--- src/rtl/quplsDecodePkg.sv ---
// Shared definitions for the fetch and decode front end
// Opcode and function code enumerations
// Instruction field layout and register number types
// Fetch and decode packet structs
// Stack pointer banking function used by both register decoders

package quplsDecodePkg;

	// ==============================
	// Constants
	// ==============================

	// Architectural stack pointer before banking
	localparam logic [5:0] SP_REG = 6'd31;
	// First instruction address after reset
	localparam logic [31:0] RESET_PC = 32'h0000_0000;
	// Machine mode selects the per interrupt level stack pointers
	localparam logic [1:0] MACHINE_MODE = 2'd3;
	// Base numbers of the two stack pointer banks
	localparam logic [5:0] SP_IPL_BASE = 6'd32;
	localparam logic [5:0] SP_OM_BASE = 6'd40;

	// ==============================
	// Encodings
	// ==============================

	typedef enum logic [6:0] {
		OP_R2   = 7'd2,
		OP_ADDI = 7'd4,
		OP_ANDI = 7'd8,
		OP_ORI  = 7'd9,
		OP_BSR  = 7'd32,
		OP_RTD  = 7'd35,
		OP_BCC  = 7'd40,
		OP_LDO  = 7'd70,
		OP_STO  = 7'd86,
		OP_NOP  = 7'd127
	} opcode_t;

	// Function codes of R2 format instructions
	typedef enum logic [6:0] {
		FN_ADD = 7'd4,
		FN_SUB = 7'd5,
		FN_AND = 7'd8,
		FN_OR  = 7'd9,
		FN_EOR = 7'd10,
		FN_MUL = 7'd16,
		FN_SLT = 7'd18
	} func_t;

	// One 32-bit instruction, most significant field first
	// For OP_BCC the lowest bit of rt is the decrement flag
	typedef struct packed {
		func_t      func;
		logic [2:0] unused;
		logic [4:0] rb;
		logic [4:0] ra;
		logic [4:0] rt;
		opcode_t    opcode;
	} instruction_t;

	// Expanded register number
	// 0 to 31 general, 32 to 39 per level stack pointers, 40 to 43 per mode stack pointers
	typedef logic [5:0] aregno_t;
	typedef logic [1:0] operating_mode_t;

	// ==============================
	// Packets
	// ==============================

	typedef struct packed {
		logic [31:0]  pc;
		instruction_t instr;
	} fetchPkt_t;

	typedef struct packed {
		logic [31:0] pc;
		opcode_t     opcode;
		aregno_t     rt;
		aregno_t     ra;
		aregno_t     rb;
		logic        rtz;
		logic        usesRa;
		logic        usesRb;
	} decodePkt_t;

	// Register 31 is replaced by the stack pointer of the current mode
	// In machine mode the interrupt level picks one of eight stack pointers
	function automatic aregno_t fnBankReg(
		input aregno_t regNo,
		input operating_mode_t om,
		input logic [2:0] ipl
	);
		if (regNo != SP_REG)
			return regNo;
		else if (om == MACHINE_MODE)
			return SP_IPL_BASE + {3'd0, ipl};
		else
			return SP_OM_BASE + {4'd0, om};
	endfunction

endpackage
--- src/rtl/quplsDecodeTop.sv ---
// Front end top level
// Fetch unit with its Wishbone port joined to the decode stage

`timescale 1ns/100ps

module quplsDecodeTop
	import quplsDecodePkg::*;
(
	input  logic            clk,
	input  logic            rstN,
	input  operating_mode_t om,
	input  logic [2:0]      ipl,
	output logic            wbCyc,
	output logic            wbStb,
	output logic            wbWe,
	output logic [3:0]      wbSel,
	output logic [31:0]     wbAdr,
	input  logic [31:0]     wbDatI,
	input  logic            wbAck,
	output logic            decValid,
	input  logic            decReady,
	output decodePkt_t      decPkt
);

	// Handshake between the fetch register and the decode stage
	logic      fetchValid;
	logic      fetchReady;
	fetchPkt_t fetchPkt;

	quplsFetch fetchUnit (
		.clk(clk),
		.rstN(rstN),
		.wbCyc(wbCyc),
		.wbStb(wbStb),
		.wbWe(wbWe),
		.wbSel(wbSel),
		.wbAdr(wbAdr),
		.wbDatI(wbDatI),
		.wbAck(wbAck),
		.fetchValid(fetchValid),
		.fetchReady(fetchReady),
		.fetchPkt(fetchPkt)
	);

	quplsDecodeStage decodeUnit (
		.clk(clk),
		.rstN(rstN),
		.om(om),
		.ipl(ipl),
		.fetchValid(fetchValid),
		.fetchReady(fetchReady),
		.fetchPkt(fetchPkt),
		.decValid(decValid),
		.decReady(decReady),
		.decPkt(decPkt)
	);

endmodule

--- src/rtl/quplsDecodeStage.sv ---
// Decode stage
// Target and source decoders feeding a registered decode packet
// Mode and level are captured with the packet

`timescale 1ns/100ps

module quplsDecodeStage
	import quplsDecodePkg::*;
(
	input  logic            clk,
	input  logic            rstN,
	input  operating_mode_t om,
	input  logic [2:0]      ipl,
	input  logic            fetchValid,
	output logic            fetchReady,
	input  fetchPkt_t       fetchPkt,
	output logic            decValid,
	input  logic            decReady,
	output decodePkt_t      decPkt
);

	decodePkt_t decIn;

	quplsDecodeRt rtDec (
		.om(om),
		.ipl(ipl),
		.instr(fetchPkt.instr),
		.rt(decIn.rt),
		.rtz(decIn.rtz)
	);

	quplsDecodeRs rsDec (
		.om(om),
		.ipl(ipl),
		.instr(fetchPkt.instr),
		.ra(decIn.ra),
		.rb(decIn.rb),
		.usesRa(decIn.usesRa),
		.usesRb(decIn.usesRb)
	);

	assign decIn.pc = fetchPkt.pc;
	assign decIn.opcode = fetchPkt.instr.opcode;

	// Banked numbers are frozen here, so a later mode change does not touch them
	quplsPipeReg #(
		.payloadT(decodePkt_t)
	) decReg (
		.clk(clk),
		.rstN(rstN),
		.inValid(fetchValid),
		.inReady(fetchReady),
		.inData(decIn),
		.outValid(decValid),
		.outReady(decReady),
		.outData(decPkt)
	);

endmodule

--- src/rtl/quplsDecodeRs.sv ---
// Source register decode
// Selects ra and rb, sets their use flags and banks the stack pointer

`timescale 1ns/100ps

module quplsDecodeRs
	import quplsDecodePkg::*;
(
	input  operating_mode_t om,
	input  logic [2:0]      ipl,
	input  instruction_t    instr,
	output aregno_t         ra,
	output aregno_t         rb,
	output logic            usesRa,
	output logic            usesRb
);

	aregno_t rbField;

	// ra is read by every opcode except these three
	always_comb
	begin
		case (instr.opcode)
		OP_NOP, OP_BSR, OP_RTD:
			usesRa = 1'b0;
		default:
			usesRa = 1'b1;
		endcase
	end

	// Only register to register ops and stores read a second register
	always_comb
	begin
		case (instr.opcode)
		OP_R2, OP_STO:
			usesRb = 1'b1;
		default:
			usesRb = 1'b0;
		endcase
	end

	// A store carries its data register in the rt field
	assign rbField = (instr.opcode == OP_STO) ? {1'b0, instr.rt} : {1'b0, instr.rb};

	// Unused sources read as register 0 so the renamer sees no dependency
	assign ra = usesRa ? fnBankReg({1'b0, instr.ra}, om, ipl) : 6'd0;
	assign rb = usesRb ? fnBankReg(rbField, om, ipl) : 6'd0;

endmodule

--- src/rtl/quplsDecodeRt.sv ---
// Target register decode
// Picks the written register by opcode and function code
// Applies stack pointer banking and flags a register 0 target

`timescale 1ns/100ps

module quplsDecodeRt
	import quplsDecodePkg::*;
(
	input  operating_mode_t om,
	input  logic [2:0]      ipl,
	input  instruction_t    instr,
	output aregno_t         rt,
	output logic            rtz
);

	aregno_t rtRaw;

	// Architectural target before banking
	// Register 0 stands for no write
	function automatic aregno_t fnRt(input instruction_t ir);
		case (ir.opcode)
		OP_R2:
			case (ir.func)
			FN_ADD:  fnRt = {1'b0, ir.rt};
			FN_SUB:  fnRt = {1'b0, ir.rt};
			FN_AND:  fnRt = {1'b0, ir.rt};
			FN_OR:   fnRt = {1'b0, ir.rt};
			FN_EOR:  fnRt = {1'b0, ir.rt};
			FN_SLT:  fnRt = {1'b0, ir.rt};
			FN_MUL:  fnRt = {1'b0, ir.rt};
			// Unknown function codes write nothing
			default: fnRt = 6'd0;
			endcase
		OP_ADDI, OP_ANDI, OP_ORI:
			fnRt = {1'b0, ir.rt};
		OP_LDO:
			fnRt = {1'b0, ir.rt};
		// Link register lives in the rt field
		OP_BSR:
			fnRt = {1'b0, ir.rt};
		// Decrement and branch writes the counter back to ra
		OP_BCC:
			fnRt = ir.rt[0] ? {1'b0, ir.ra} : 6'd0;
		// Return and deallocate adjusts the stack pointer
		OP_RTD:
			fnRt = SP_REG;
		// Stores, no-ops and unknown opcodes
		default:
			fnRt = 6'd0;
		endcase
	endfunction

	assign rtRaw = fnRt(instr);

	// Stack pointer is banked by mode, or by level in machine mode
	assign rt = fnBankReg(rtRaw, om, ipl);

	// No write when the target is register 0
	assign rtz = (rt == 6'd0);

	// Banking leaves no path for register 31 to reach the rename stage
	always_comb
	begin
		assert (rt != SP_REG)
		else $error("unbanked stack pointer in target decode");
	end

endmodule

--- src/rtl/quplsFetch.sv ---
// Sequential instruction fetch over a Wishbone classic master port
// Program counter and bus busy state
// Pipeline register holding the fetched word and its address
// Bus protocol checks

`timescale 1ns/100ps

module quplsFetch
	import quplsDecodePkg::*;
(
	input  logic        clk,
	input  logic        rstN,
	output logic        wbCyc,
	output logic        wbStb,
	output logic        wbWe,
	output logic [3:0]  wbSel,
	output logic [31:0] wbAdr,
	input  logic [31:0] wbDatI,
	input  logic        wbAck,
	output logic        fetchValid,
	input  logic        fetchReady,
	output fetchPkt_t   fetchPkt
);

	logic [31:0] pcQ;
	logic        busyQ;
	logic        regReady;
	logic        wordDone;
	fetchPkt_t   fetchIn;

	// The cycle ends in the clock where the slave acknowledges
	assign wordDone = busyQ && wbAck;

	// ==============================
	// Bus cycle control
	// ==============================

	// A new cycle starts only when the register is empty or draining
	// Nothing else fills the register, so it is still free when the ack arrives
	always_ff @(posedge clk or negedge rstN)
	begin
		if (!rstN)
		begin
			busyQ <= 1'b0;
			pcQ <= RESET_PC;
		end
		else if (wordDone)
		begin
			busyQ <= 1'b0;
			pcQ <= pcQ + 32'd4;
		end
		else if (!busyQ && regReady)
			busyQ <= 1'b1;
	end

	// Read only master with full word lanes
	assign wbCyc = busyQ;
	assign wbStb = busyQ;
	assign wbWe = 1'b0;
	assign wbSel = 4'hF;
	// Address comes straight from the pc, which only moves on ack
	assign wbAdr = pcQ;

	// The fetched word is paired with the address it came from
	assign fetchIn.pc = pcQ;
	assign fetchIn.instr = wbDatI;

	quplsPipeReg #(
		.payloadT(fetchPkt_t)
	) fetchReg (
		.clk(clk),
		.rstN(rstN),
		.inValid(wordDone),
		.inReady(regReady),
		.inData(fetchIn),
		.outValid(fetchValid),
		.outReady(fetchReady),
		.outData(fetchPkt)
	);

	// ==============================
	// Protocol checks
	// ==============================

	// An ack outside an open strobe would never reach the register
	assert property (@(posedge clk) disable iff (!rstN) wbAck |-> (wbCyc && wbStb))
	else $error("wbAck without an open strobe");

	// While waiting for ack the cycle is held and the address does not move
	assert property (@(posedge clk) disable iff (!rstN)
		(wbCyc && !wbAck) |=> (wbCyc && $stable(wbAdr)))
	else $error("bus cycle dropped or address changed before ack");

endmodule

--- src/rtl/quplsPipeReg.sv ---
// One entry valid/ready pipeline register
// The payload type is a parameter so fetch and decode share it
// Includes a stall stability check on the output

`timescale 1ns/100ps

module quplsPipeReg #(
	parameter type payloadT = logic
)
(
	input  logic    clk,
	input  logic    rstN,
	input  logic    inValid,
	output logic    inReady,
	input  payloadT inData,
	output logic    outValid,
	input  logic    outReady,
	output payloadT outData
);

	logic    fullQ;
	payloadT dataQ;

	// Accept when empty or when the held entry leaves in this cycle
	assign inReady = !fullQ || outReady;

	always_ff @(posedge clk or negedge rstN)
	begin
		if (!rstN)
			fullQ <= 1'b0;
		else if (inReady)
			fullQ <= inValid;
	end

	// The payload is captured on every accepted transfer
	always_ff @(posedge clk)
	begin
		if (inValid && inReady)
			dataQ <= inData;
	end

	assign outValid = fullQ;
	assign outData = dataQ;

	// A stalled entry stays valid and unchanged into the next cycle
	assert property (@(posedge clk) disable iff (!rstN)
		(outValid && !outReady) |=> (outValid && $stable(outData)))
	else $error("pipeline register changed while stalled");

endmodule

--- config.mk ---
export PLATFORM = sky130hd
export DESIGN_NAME = quplsDecodeTop
export DESIGN_NICKNAME = d
export VERILOG_FILES = /design/src/rtl/quplsDecodePkg.sv /design/src/rtl/quplsDecodeTop.sv /design/src/rtl/quplsDecodeStage.sv /design/src/rtl/quplsDecodeRs.sv /design/src/rtl/quplsDecodeRt.sv /design/src/rtl/quplsFetch.sv /design/src/rtl/quplsPipeReg.sv
export SDC_FILE = /design/constraint.sdc
export NUM_CORES = 1
export LEC_CHECK = 0
export BUFFER_PORTS_ARGS = -buffer_cell sky130_fd_sc_hd__buf_2
export CAP_MARGIN = 10
export CORE_MARGIN = 3
export CORE_UTILIZATION = 30
export CTS_BUF_LIST = sky130_fd_sc_hd__clkbuf_2 sky130_fd_sc_hd__clkbuf_4 sky130_fd_sc_hd__clkbuf_8
export DETAILED_ROUTE_END_ITERATION = 7
export PLACE_DENSITY = 0.53
export SLEW_MARGIN = 30
export SYNTH_ARGS = -nofsm -noshare
export SYNTH_HDL_FRONTEND = slang
export SYNTH_HIERARCHICAL = 1
export SYNTH_SLANG_ARGS = --single-unit
--- constraint.sdc ---
create_clock -name clk -period 2.9 [get_ports clk]
set_input_delay 0.58 -clock clk [delete_from_list [all_inputs] [get_ports clk]]
set_output_delay 0.58 -clock clk [all_outputs]
set_load 0.05 [all_outputs]
Word-level counts from Yosys, hierarchy flattened
Cells that the tools add are included.
{"block": "word_totals", "output_inout_bits": 100, "input_bits": 41, "regBits": 156, "word_cells": 71}
{"block": "classes", "n_reduce_logical": 16, "n_eq_ne": 21, "addsub": 3, "muxes": 12}
{"op": "$eq A7 B4 Y1 const B", "n": 5}
{"op": "$add A32 B3 Y32 const B", "n": 1}
{"op": "$pmux W6 S4", "n": 1}
{"op": "$eq A7 B3 Y1 const B", "n": 3}
{"op": "$eq A7 B6 Y1 const B", "n": 3}
{"op": "$eq A7 B7 Y1 const B", "n": 3}
{"op": "$mux W5", "n": 4}
{"op": "$mux W6", "n": 3}
{"op": "$eq A7 B5 Y1 const B", "n": 2}
{"op": "$ne A5 B5 Y1 const B", "n": 2}
{"op": "$eq A7 B2 Y1 const B", "n": 1}
{"op": "$reduce_or A7 Y1", "n": 1}
{"op": "$add A6 B2 Y6 const A", "n": 1}
{"op": "$add A6 B3 Y6 const A", "n": 1}
{"op": "$logic_not A6 Y1", "n": 1}
{"op": "$ne A6 B5 Y1 const B", "n": 1}
{"op": "$reduce_or A5 Y1", "n": 1}
{"op": "$logic_and A1 B1 Y1", "n": 4}
{"op": "$mux W1", "n": 4}
{"op": "$reduce_or A4 Y1", "n": 1}
{"op": "$logic_not A1 Y1", "n": 3}
{"op": "$reduce_or A3 Y1", "n": 1}
{"op": "$eq A2 B2 Y1 const B", "n": 1}
{"op": "$logic_or A1 B1 Y1", "n": 2}
{"op": "other kinds (2)", "n": 2}

Depth between registers and ports, before layout
Gate-level depths: netlist of run 1.
{"block": "logic_depth", "depth_word": 7, "ltp_mapped": 7}

Hierarchy
Netlist of run 1, hierarchy kept.
{"module": "quplsPipeReg at fetchUnit.fetchReg", "area_each_um2": 1975.6, "seq_area_each_um2": 1946.9, "cells_each": 68, "instances": 1}
{"module": "quplsPipeReg at decodeUnit.decReg", "area_each_um2": 1855.5, "seq_area_each_um2": 1826.8, "cells_each": 64, "instances": 1}
{"module": "quplsFetch", "area_each_um2": 1545.2, "seq_area_each_um2": 775.7, "cells_each": 139, "instances": 1}
{"module": "quplsDecodeRt", "area_each_um2": 455.4, "seq_area_each_um2": 0.0, "cells_each": 60, "instances": 1}
{"module": "quplsDecodeRs", "area_each_um2": 336.6, "seq_area_each_um2": 0.0, "cells_each": 50, "instances": 1}

Least setup slack after synthesis of run 1
OpenSTA, ideal clock, no wires.
{"block": "synth_path", "path_type": "reg2reg", "from": "register fetchUnit.busyQ (netlist: fetchUnit/wbCyc)", "to": "register fetchUnit.fetchReg.dataQ (netlist bit fetchUnit/fetchReg/outData[0]), enable pin", "required_time_ns": 2.523, "synth_period_minus_slack_ns": 2.078, "setup_slack_ns": 0.822, "n_path_buf": 1, "setup_ns": 0.377, "path_stages_with_launch": 4, "arrival_time_ns": 1.701, "cell_sequence": "dfrtp_1 -> and2_1 -> clkbuf_1 -> and2_4"}
{"block": "synth_between", "elab_chain_len": 2}
{"element": "start: declaration", "line_no": "quplsFetch.sv:26", "source": "logic busyQ;"}
{"element": "start signal: assignment", "line_no": "quplsFetch.sv:44", "source": "busyQ <= 1'b0;"}
{"element": "start signal: assignment", "line_no": "quplsFetch.sv:49", "source": "busyQ <= 1'b0;"}
{"element": "start signal: assignment", "line_no": "quplsFetch.sv:53", "source": "busyQ <= 1'b1;"}
{"element": "$logic_and A1 B1 Y1", "line_no": "quplsFetch.sv:32", "source": "assign wordDone = busyQ && wbAck;"}
{"element": "net fetchUnit.wordDone", "line_no": "quplsFetch.sv:28", "source": "logic wordDone;"}
{"element": "$logic_and A1 B1 Y1", "line_no": "quplsPipeReg.sv:38", "source": "if (inValid && inReady)"}
{"element": "end signal: assignment", "line_no": "quplsPipeReg.sv:39", "source": "dataQ <= inData;"}
{"element": "end: declaration", "line_no": "quplsPipeReg.sv:22", "source": "payloadT dataQ;"}
The timed path passes the listed nets, and every way through them passes these cells.
A chain may end at the register's enable or synchronous reset.

==> out/qor.yml, run 1 <==
status: "finished, final reports clean"
ant_nets: 0
synthCells: 378
grtUsageMet2_pct: 20.6
crit_type: "reg2reg"
maxCapViolCount: 0
power_density_mw_per_mm2: 706
irDropWorstVdd_uv: 434
fmax_mhz: 430
holdBufCountCts: 0
grt_util_met1_pct: 14.4
h-tree-depth: 4
hp-class: "in2async"
path_clk_slew_ns: 0.10
cts_buffers: 17
vias: 3664
drc: 0
setup_viol: 0
reg2reg_slack_ns: 0.58
reg2reg_to: "decodeUnit/decReg/outData[2]"
drt_iter0_drc: 168
rows: 51
grt_max_degree: 61
track_usage_pct: 12.2
start_kind: "register"
timing.final.crit_period_ns: 2.32
area_growth_pct: 21.8
worst_slack_ns: 0.576
critical_path_arrival_ns: 2.59
pre_cts_ws_ns: 0.593
drt_wl_total_um: 12800
slowest_stage: "edfxtp_1"
nets: 562
fp.dieW_um: 148
cts_sinks: 154
dieArea_mm2: 0.0220
slew_headroom_pct: 41.1
dr.pass1.iters: 4
chipHeight_um: 148
ys_warn_count: 6
cp_num_buf_inv: 0
portBuffers: 130
crit_chain: "nor4_1 > nand4b_1 > o211ai_2 > a22o_4 > a41oi_4 > nor4_2"
grt_pass1_vias: 3823
cts_setup_buffers: 0
met3_usage_pct: 4.60
dp_hpwl_um: 8960
fin_tns_setup_ns: 0
cts_tree: "built"
overflow: 0
initial_core_util_pct: 30.9
critPathLaunch: "fetchUnit/fetchReg/outData[3]"
crit_fanout: 9
worst_setup_path_end_kind: "register"
rr_worst_depth: 6
leakage_nw: 2.96
pin_count: 141
period_share_pct: 80.1
endpoint: "decodeUnit/decReg/outData[2]"
antenna_found_initial: 0
synth_area_per_cell_um2: 16.1
critPathRequiredTime_ns: 3.17
maxSlewViolCount: 0
rsz0062_at_grt: "no"
hold_violations: 0
skew_ns: 0.0145
cts.repair.resized: 0
ctsLongestPathBuffers: 2
grt.busiest_layer: "met2"
crit_family: "simple AND/OR/NAND/NOR gates"
via_per_inst: 4.59
layout-drive-gt1-share_pct: 36.0
grt_first_pass_wirelength_um: 20600
post_drt_wl_per_cell_um: 16.1
core_region_area_mm2: 0.0197
place.gp.congestion: 0.815
root_buffer: "clkbuf_8"
clk_latency_ns: 0.45
rr_startpoint: "fetchUnit/fetchReg/outData[3]"
worstMarginPinSlew_ns: 0.883
synth_area_mm2: 0.00608
antenna_cells: 0
critical_path_cell_count: 6
max_stage_delay_ns: 0.54
==> layer usage <==
metal | vias to the layer above | part of all wire, %
met5 | - | 0
met4 | 0 | 1.7
met3 | 16 | 7.4
met2 | 136 | 51
met1 | 1802 | 40
li1 | 1710 | -
==> area by class of cell <==
cell class              count  area [um^2]
clock inverters            13          134
multi-input cells         202         1500
flip-flops and latches    154         4460
well taps                 265          332
repair buffers            132          678
fillers                  1921        12300
clock buffers              19          255
inverters                  13         48.8
==> flip-flops by register name, summed over array words and instances (netlist names) <==
register and cells:
fetchUnit/wbCyc 1, decodeUnit/decReg/outValid 1, fetchUnit/wbAdr 30, fetchUnit/fetchReg/outData 61, fetchUnit/fetchReg/outValid 1, decodeUnit/decReg/outData 60
==> where the power goes <==
part	internal [mW]	switching [mW]
Clock	0.739	0.850
Combinational	0.187	0.674
Sequential	2.63	0.137
Total	3.56	1.66
==> placed cells by master, fill, tap and decap left out, types with 2 or more instances in the layout <==
cell type  instances
inv_8              2
xor2_1            18
and3_1             5
a21boi_0           2
or3b_1             2
nand4_1            7
clkinv_4           3
nand3_1           18
xnor2_1           12
a221oi_1           3
inv_6              5
clkbuf_8          18
and4_1             4
nand2b_4           2
edfxtp_1         121
nor2b_1            3
o21ai_0            7
nor3_1            11
nor4_2             8
nand2b_1           2
a31oi_1            2
nor3b_1            2
dfrtp_1           33
and2_1             4
conb_1             9
and2_4             2
nor2_1             6
mux2i_1            3
nand2_1           18
a2bb2oi_1          2
o211a_1            2
o21a_1             2
nor4_1             4
inv_1             13
nor4b_1            4
a21oi_1            6
a211oi_1           2
buf_2            130
==> how the worst min path moves through the flow <==
stage / startpoint / endpoint / slack [ns] / depth (start not counted)
6_report: rstN / fetchUnit/wbAdr[17] / 0.18 / 1
4_1_cts: rstN / fetchUnit/wbAdr[17] / 0.18 / 1
5_1_grt: rstN / fetchUnit/wbAdr[15] / 0.20 / 1
3_5_place_dp: fetchUnit/fetchReg/outData[59] / decodeUnit/decReg/outData[55] / 0.40 / 0
3_3_place_gp: fetchUnit/fetchReg/outData[63] / decodeUnit/decReg/outData[59] / 0.40 / 0
2_1_floorplan: rstN / decodeUnit/decReg/outValid / 0.28 / 0
==> stage by stage <==
step           instances  cell area (um^2)  hold slack, ns  utilization, %  total power, mW
3_3_place_gp         766              7010           0.402            35.7             3.68
6_report             798              7400           0.181            37.7             5.22
4_1_cts              798              7400           0.177            37.7             5.31
3_5_place_dp         766              7010           0.405            35.7             3.70
5_1_grt              798              7400           0.196            37.7             5.48
2_1_floorplan        385              6100           0.284               -             3.44
Note: power is estimated with default switching activity, not from simulation.
==> run 2: changes to the inputs <==
==> constraint.sdc (replaced) <==
create_clock -name clk -period 2.4 [get_ports clk]
set_input_delay 0.48 -clock clk [delete_from_list [all_inputs] [get_ports clk]]
set_output_delay 0.48 -clock clk [all_outputs]
set_load 0.05 [all_outputs]
==> out/qor.yml, run 2 (synthesis gave the netlist of run 1 again) <==
vias: 3650  # -0.38%
p_int_mw: 4.31  # +21%
rsz0062_at_grt: "no"
power.switching_mw: 2.07  # +24%
root_buffer: "clkbuf_8"
rows: 51  # unchanged
setup_viol: 0  # unchanged
drt_iter0_drc: 174  # +3.6%
grt_first_pass_wirelength_um: 20700  # +0.84%
critical_path_arrival_ns: 2.50  # -0.09 ns
ant_nets: 0  # unchanged
area_growth_pct: 22.7
drt_wl_total_um: 13100  # +2.2%
reg2reg_to: "decodeUnit/decReg/outData[2]"
clk_latency_ns: 0.46  # about the same
core_region_area_mm2: 0.0197  # unchanged
cts_tree: "built"
post_drt_wl_per_cell_um: 16.3  # +1.7%
period_share_pct: 92.7  # +13 points
fmax_mhz: 449  # +4.4%
final_common_cell: "buf_2"
grt_max_degree: 62  # +1.6%
cp_num_buf_inv: 0  # unchanged
crit_type: "reg2reg"
worstMarginPinSlew_ns: 0.766  # -0.117 ns
cts_setup_buffers: 0  # unchanged
ctsLongestPathBuffers: 2  # unchanged
largest_reg_flops: 61  # unchanged
irDropWorstVdd_uv: 646  # +49%
regArea_mm2: 0.00446  # unchanged
hp-class: "in2async"
rr_startpoint: "fetchUnit/fetchReg/outData[2]"
path_clk_slew_ns: 0.10  # about the same
antenna_cells: 0  # unchanged
fin_tns_setup_ns: 0  # unchanged
place.gp.congestion: 0.815  # about the same
dieArea_mm2: 0.0220  # unchanged
track_usage_pct: 12.2  # -0.015 points
p_sw_share_pct: 32.4  # +0.61 points
crit_family: "simple AND/OR/NAND/NOR gates"
final_cell_mix: "buf_2, edfxtp_1, dfrtp_1"
crit_chain: "nor4b_1 > nand4b_1 > o211ai_2 > a22o_4 > a41oi_4 > nor4_2"
antenna_found_initial: 0  # unchanged
timing.final.crit_period_ns: 2.23  # -0.0984 ns
power_density_mw_per_mm2: 855  # +21%
fp.dieW_um: 148  # unchanged
slew_headroom_pct: 48.9  # +7.8 points
max_stage_delay_ns: 0.55  # about the same
status: "finished, final reports clean"
via_per_inst: 4.55  # -0.88%
holdBufCountCts: 0  # unchanged
reg2reg_slack_ns: 0.17  # -0.40 ns
multiInputGateArea_mm2: 0.00150  # +0.42%
hold_violations: 0  # unchanged
grt_pass1_vias: 3806  # -0.44%
initial_core_util_pct: 30.9  # unchanged
start_kind: "register"
cts_buffers: 17  # unchanged
h-tree-depth: 4  # unchanged
cts_sinks: 154  # unchanged
rr_worst_depth: 6  # unchanged
fillCellCount: 1901  # -1.0%
design_area_mm2: 0.00746  # +0.76%
chipHeight_um: 148  # unchanged
dpl-instance-area_mm2: 0.00706  # +0.61%
cts.repair.resized: 0  # unchanged
maxSlewViolCount: 0  # unchanged
drc: 0  # unchanged
critPathRequiredTime_ns: 2.67  # -0.50 ns
nets: 566  # +0.71%
overflow: 0  # unchanged
layout-drive-gt1-share_pct: 36.7  # +0.66 points
crit_fanout: 11  # +2
portBuffers: 130  # unchanged
slowest_stage: "edfxtp_1"
p_clk_share_pct: 30.9  # +0.5 points
maxCapViolCount: 0  # unchanged
skew_ns: 0.0229  # +0.00845 ns
dr.pass1.iters: 4  # unchanged
pin_count: 141  # unchanged
comb_power_share_pct: 16.6  # about the same
seq_power_share_pct: 52.5  # -0.6 points
leakage_nw: 2.99  # +0.91%
worst_setup_path_end_kind: "register"
dp_hpwl_um: 9000  # +0.49%
run 2: cell count changes in the layout (fill, tap and decap cells not counted), sizes merged:
cell,delta
inv,+2
buf,+4
clkinv,-1
clkbuf,-1
run 2: layout make-up:
| class | count | share of cell area (%) |
|---|---|---|
| sequential | 154 | 59.8 |
| multi-input combinational | 202 | 20.1 |
| timing repair buffer | 136 | 9.66 |
| tap | 265 | 4.45 |
| clock buffer | 18 | 3.24 |
| clock inverter | 14 | 2.08 |
| inverter | 13 | 0.654 |
run 2: layer usage:
layer	part of all wire (%)	up-vias	global-route usage [%]
met3	5.9	15	3.81
met4	1.2	0	4.71
met5	0	-	0
li1	-	1713	-
met1	41	1813	14.2
met2	52	109	20.9
run 2: worst max path at each step:
| stage | cells after the start | endpoint | slack [ns] | startpoint |
|---|---|---|---|---|
| floorplan | 3 | fetchUnit/fetchReg/outData[0] | 0.34 | fetchUnit/wbCyc |
| global placement | 6 | decodeUnit/decReg/outData[2] | 0.26 | fetchUnit/fetchReg/outData[4] |
| detailed placement | 6 | decodeUnit/decReg/outData[2] | 0.15 | fetchUnit/fetchReg/outData[4] |
| CTS | 6 | decodeUnit/decReg/outData[2] | 0.14 | fetchUnit/fetchReg/outData[4] |
| global route | 6 | decodeUnit/decReg/outData[2] | 0.005 | fetchUnit/fetchReg/outData[0] |
| finish | 6 | decodeUnit/decReg/outData[2] | 0.17 | fetchUnit/fetchReg/outData[2] |
run 2: power groups by stage:
stage	combinational (mW)	clock, mW	sequential [mW]
floorplan	0.272	0	3.88
global placement	1.06	0	3.40
detailed placement	1.07	0	3.41
CTS	1.08	2.06	3.35
global route	1.12	2.17	3.38
finish	1.06	1.97	3.35
run 2: through the flow:
step | instances | total power, mW | utilization (%) | hold WS, ns | setup slack [ns]
2_1_floorplan | 385 | 4.16 | - | 0.184 | 0.343
3_3_place_gp | 770 | 4.46 | 35.9 | 0.402 | 0.261
3_5_place_dp | 770 | 4.48 | 35.9 | 0.405 | 0.154
4_1_cts | 802 | 6.49 | 37.9 | 0.0786 | 0.138
5_1_grt | 802 | 6.67 | 37.9 | 0.102 | 0.00459
6_report | 802 | 6.37 | 37.9 | 0.0830 | 0.175
run 2: worst register-to-register path, cell delays in order, from the launching register on:
cell      delay [ns]
edfxtp_1        0.55
nor4b_1         0.36
nand4b_1        0.15
o211ai_2        0.36
a22o_4          0.24
a41oi_4         0.13
nor4_2          0.27
==> run 3: changes to the inputs <==
--- a/config.mk
+++ b/config.mk
@@ -5,6 +5,7 @@
 export SDC_FILE = /design/constraint.sdc
 export NUM_CORES = 1
 export LEC_CHECK = 0
+export ABC_AREA = 0
 export BUFFER_PORTS_ARGS = -buffer_cell sky130_fd_sc_hd__buf_2
 export CAP_MARGIN = 10
 export CORE_MARGIN = 3
@@ -12,6 +13,7 @@
 export CTS_BUF_LIST = sky130_fd_sc_hd__clkbuf_2 sky130_fd_sc_hd__clkbuf_4 sky130_fd_sc_hd__clkbuf_8
 export DETAILED_ROUTE_END_ITERATION = 7
 export PLACE_DENSITY = 0.53
+export REMOVE_ABC_BUFFERS = 1
 export SLEW_MARGIN = 30
 export SYNTH_ARGS = -nofsm -noshare
 export SYNTH_HDL_FRONTEND = slang
==> out/qor.yml, run 3 (synthesis gave the netlist of run 1 again) <==
crit_fanout: 11  # unchanged
worstMarginPinSlew_ns: 0.764  # -0.00205 ns
dpl-instance-area_mm2: 0.00708  # +0.39%
track_usage_pct: 12.5  # +0.35 points
holdBufCountCts: 0  # unchanged
grt_max_degree: 34  # -45%
drt_iter0_drc: 234  # +34%
period_share_pct: 93.0  # +0.25 points
ant_nets: 0  # unchanged
maxSlewViolCount: 0  # unchanged
fmax_mhz: 448  # -0.27%
setup_viol: 0  # unchanged
start_kind: "register"
drt_wl_total_um: 13500  # +3.1%
dieArea_mm2: 0.0220  # unchanged
portBuffers: 130  # unchanged
finalPower_mw: 6.41  # +0.57%
power_density_mw_per_mm2: 856  # +0.15%
rows: 51  # unchanged
cts_sinks: 154  # unchanged
slew_headroom_pct: 49.1  # +0.14 points
final_cell_mix: "buf_2, edfxtp_1, dfrtp_1"
place.gp.congestion: 0.869  # +6.7%
hold_slack_ns: 0.0830  # +0.0000307 ns
fp.dieW_um: 148  # unchanged
root_buffer: "clkbuf_8"
dr.pass1.iters: 4  # unchanged
overflow: 0  # unchanged
final_cells: 804  # +0.25%
maxCapViolCount: 0  # unchanged
hold_violations: 0  # unchanged
h-tree-depth: 4  # unchanged
irDropWorstVdd_uv: 370  # -43%
drc: 0  # unchanged
critPathRequiredTime_ns: 2.67  # about the same
worst_slack_ns: 0.168  # -0.00611 ns
crit_type: "reg2reg"
antenna_found_initial: 0  # unchanged
core_region_area_mm2: 0.0197  # unchanged
design_area_mm2: 0.00749  # +0.42%
cts_tree: "built"
grt_pass1_vias: 3839  # +0.87%
rsz0062_at_grt: "no"
endpoint: "decodeUnit/decReg/outData[2]"
path_clk_slew_ns: 0.09  # about the same
chipHeight_um: 148  # unchanged
ctsLongestPathBuffers: 2  # unchanged
cts_buffers: 17  # unchanged
hp-class: "in2async"
post_drt_wl_per_cell_um: 16.8  # +2.9%
grt_first_pass_wirelength_um: 21100  # +1.7%
status: "finished, final reports clean"
via_per_inst: 4.58  # +0.57%
layout-drive-gt1-share_pct: 36.9  # +0.23 points
initial_core_util_pct: 30.9  # unchanged
dp_hpwl_um: 9550  # +6.1%
nets: 568  # +0.35%
rr_worst_depth: 6  # unchanged
final_common_cell: "buf_2"
area_growth_pct: 23.2
pin_count: 141  # unchanged
skew_ns: 0.0119  # -0.0110 ns
cts.repair.resized: 0  # unchanged
critPathLaunch: "fetchUnit/fetchReg/outData[2]"
fin_tns_setup_ns: 0  # unchanged
rr_startpoint: "fetchUnit/fetchReg/outData[2]"
vias: 3680  # +0.82%
reg2reg_slack_ns: 0.17  # about the same
final_util_pct: 38.1  # +0.16 points
dp.cells: 772  # +0.26%
clk_latency_ns: 0.46  # about the same
leakage_nw: 3.00  # +0.41%
antenna_cells: 0  # unchanged
pre_cts_ws_ns: 0.172  # +0.0182 ns
worst_setup_path_end_kind: "register"
critical_path_arrival_ns: 2.51  # about the same
cts_setup_buffers: 0  # unchanged
timing.final.crit_period_ns: 2.23  # +0.00611 ns
largest_reg_flops: 61  # unchanged
reg2reg_to: "decodeUnit/decReg/outData[2]"
-- run 3: cell count changes in the layout (fill, tap and decap cells not counted), sizes merged --
cell | previous run | this run
clkbuf | 18 | 20
bufinv | 1 | 2
clkinvlp | 0 | 1
buf | 136 | 138
inv | 23 | 18
clkinv | 3 | 4
-- run 3: critical path, stage by stage, from the launching register on --
cell,delay [ns]
edfxtp_1,0.54
nor4b_1,0.52
a21oi_1,0.08
a211o_1,0.29
a21oi_4,0.21
a41oi_4,0.15
nor4_2,0.27
-- run 3: how the worst min path moves through the flow --
stage / slack [ns] / startpoint / endpoint / depth (start not counted)
final: 0.08 / rstN / fetchUnit/wbAdr[24] / 1
after global routing: 0.1 / rstN / fetchUnit/wbAdr[26] / 1
after CTS: 0.09 / rstN / fetchUnit/wbAdr[26] / 1
after detailed placement: 0.41 / fetchUnit/fetchReg/outData[42] / decodeUnit/decReg/outData[38] / 0
after global placement: 0.40 / fetchUnit/fetchReg/outData[63] / decodeUnit/decReg/outData[59] / 0
after floorplan: 0.18 / rstN / decodeUnit/decReg/outValid / 0
-- run 3: cell type report --
class,count,area (um^2)
clock inverter,12,138
inverter,13,48.8
clock buffer,20,263
tap,265,332
sequential,154,4460
multi-input combinational,202,1500
timing repair buffer,138,748
fill,1924,12200
-- run 3: power breakdown --
group	internal, mW	switching (mW)	total (mW)
Combinational	0.249	0.828	1.08
Sequential	3.18	0.168	3.35
Clock	0.988	0.997	1.99
Total	4.42	1.99	6.41
-- run 3: metal layers --
layer	GRT usage [%]	vias up	share of wire, %
met4	4.57	0	1.6
met2	20.6	113	49
met3	4.94	15	6.6
met5	0	-	0
li1	-	1719	-
met1	14.9	1833	42
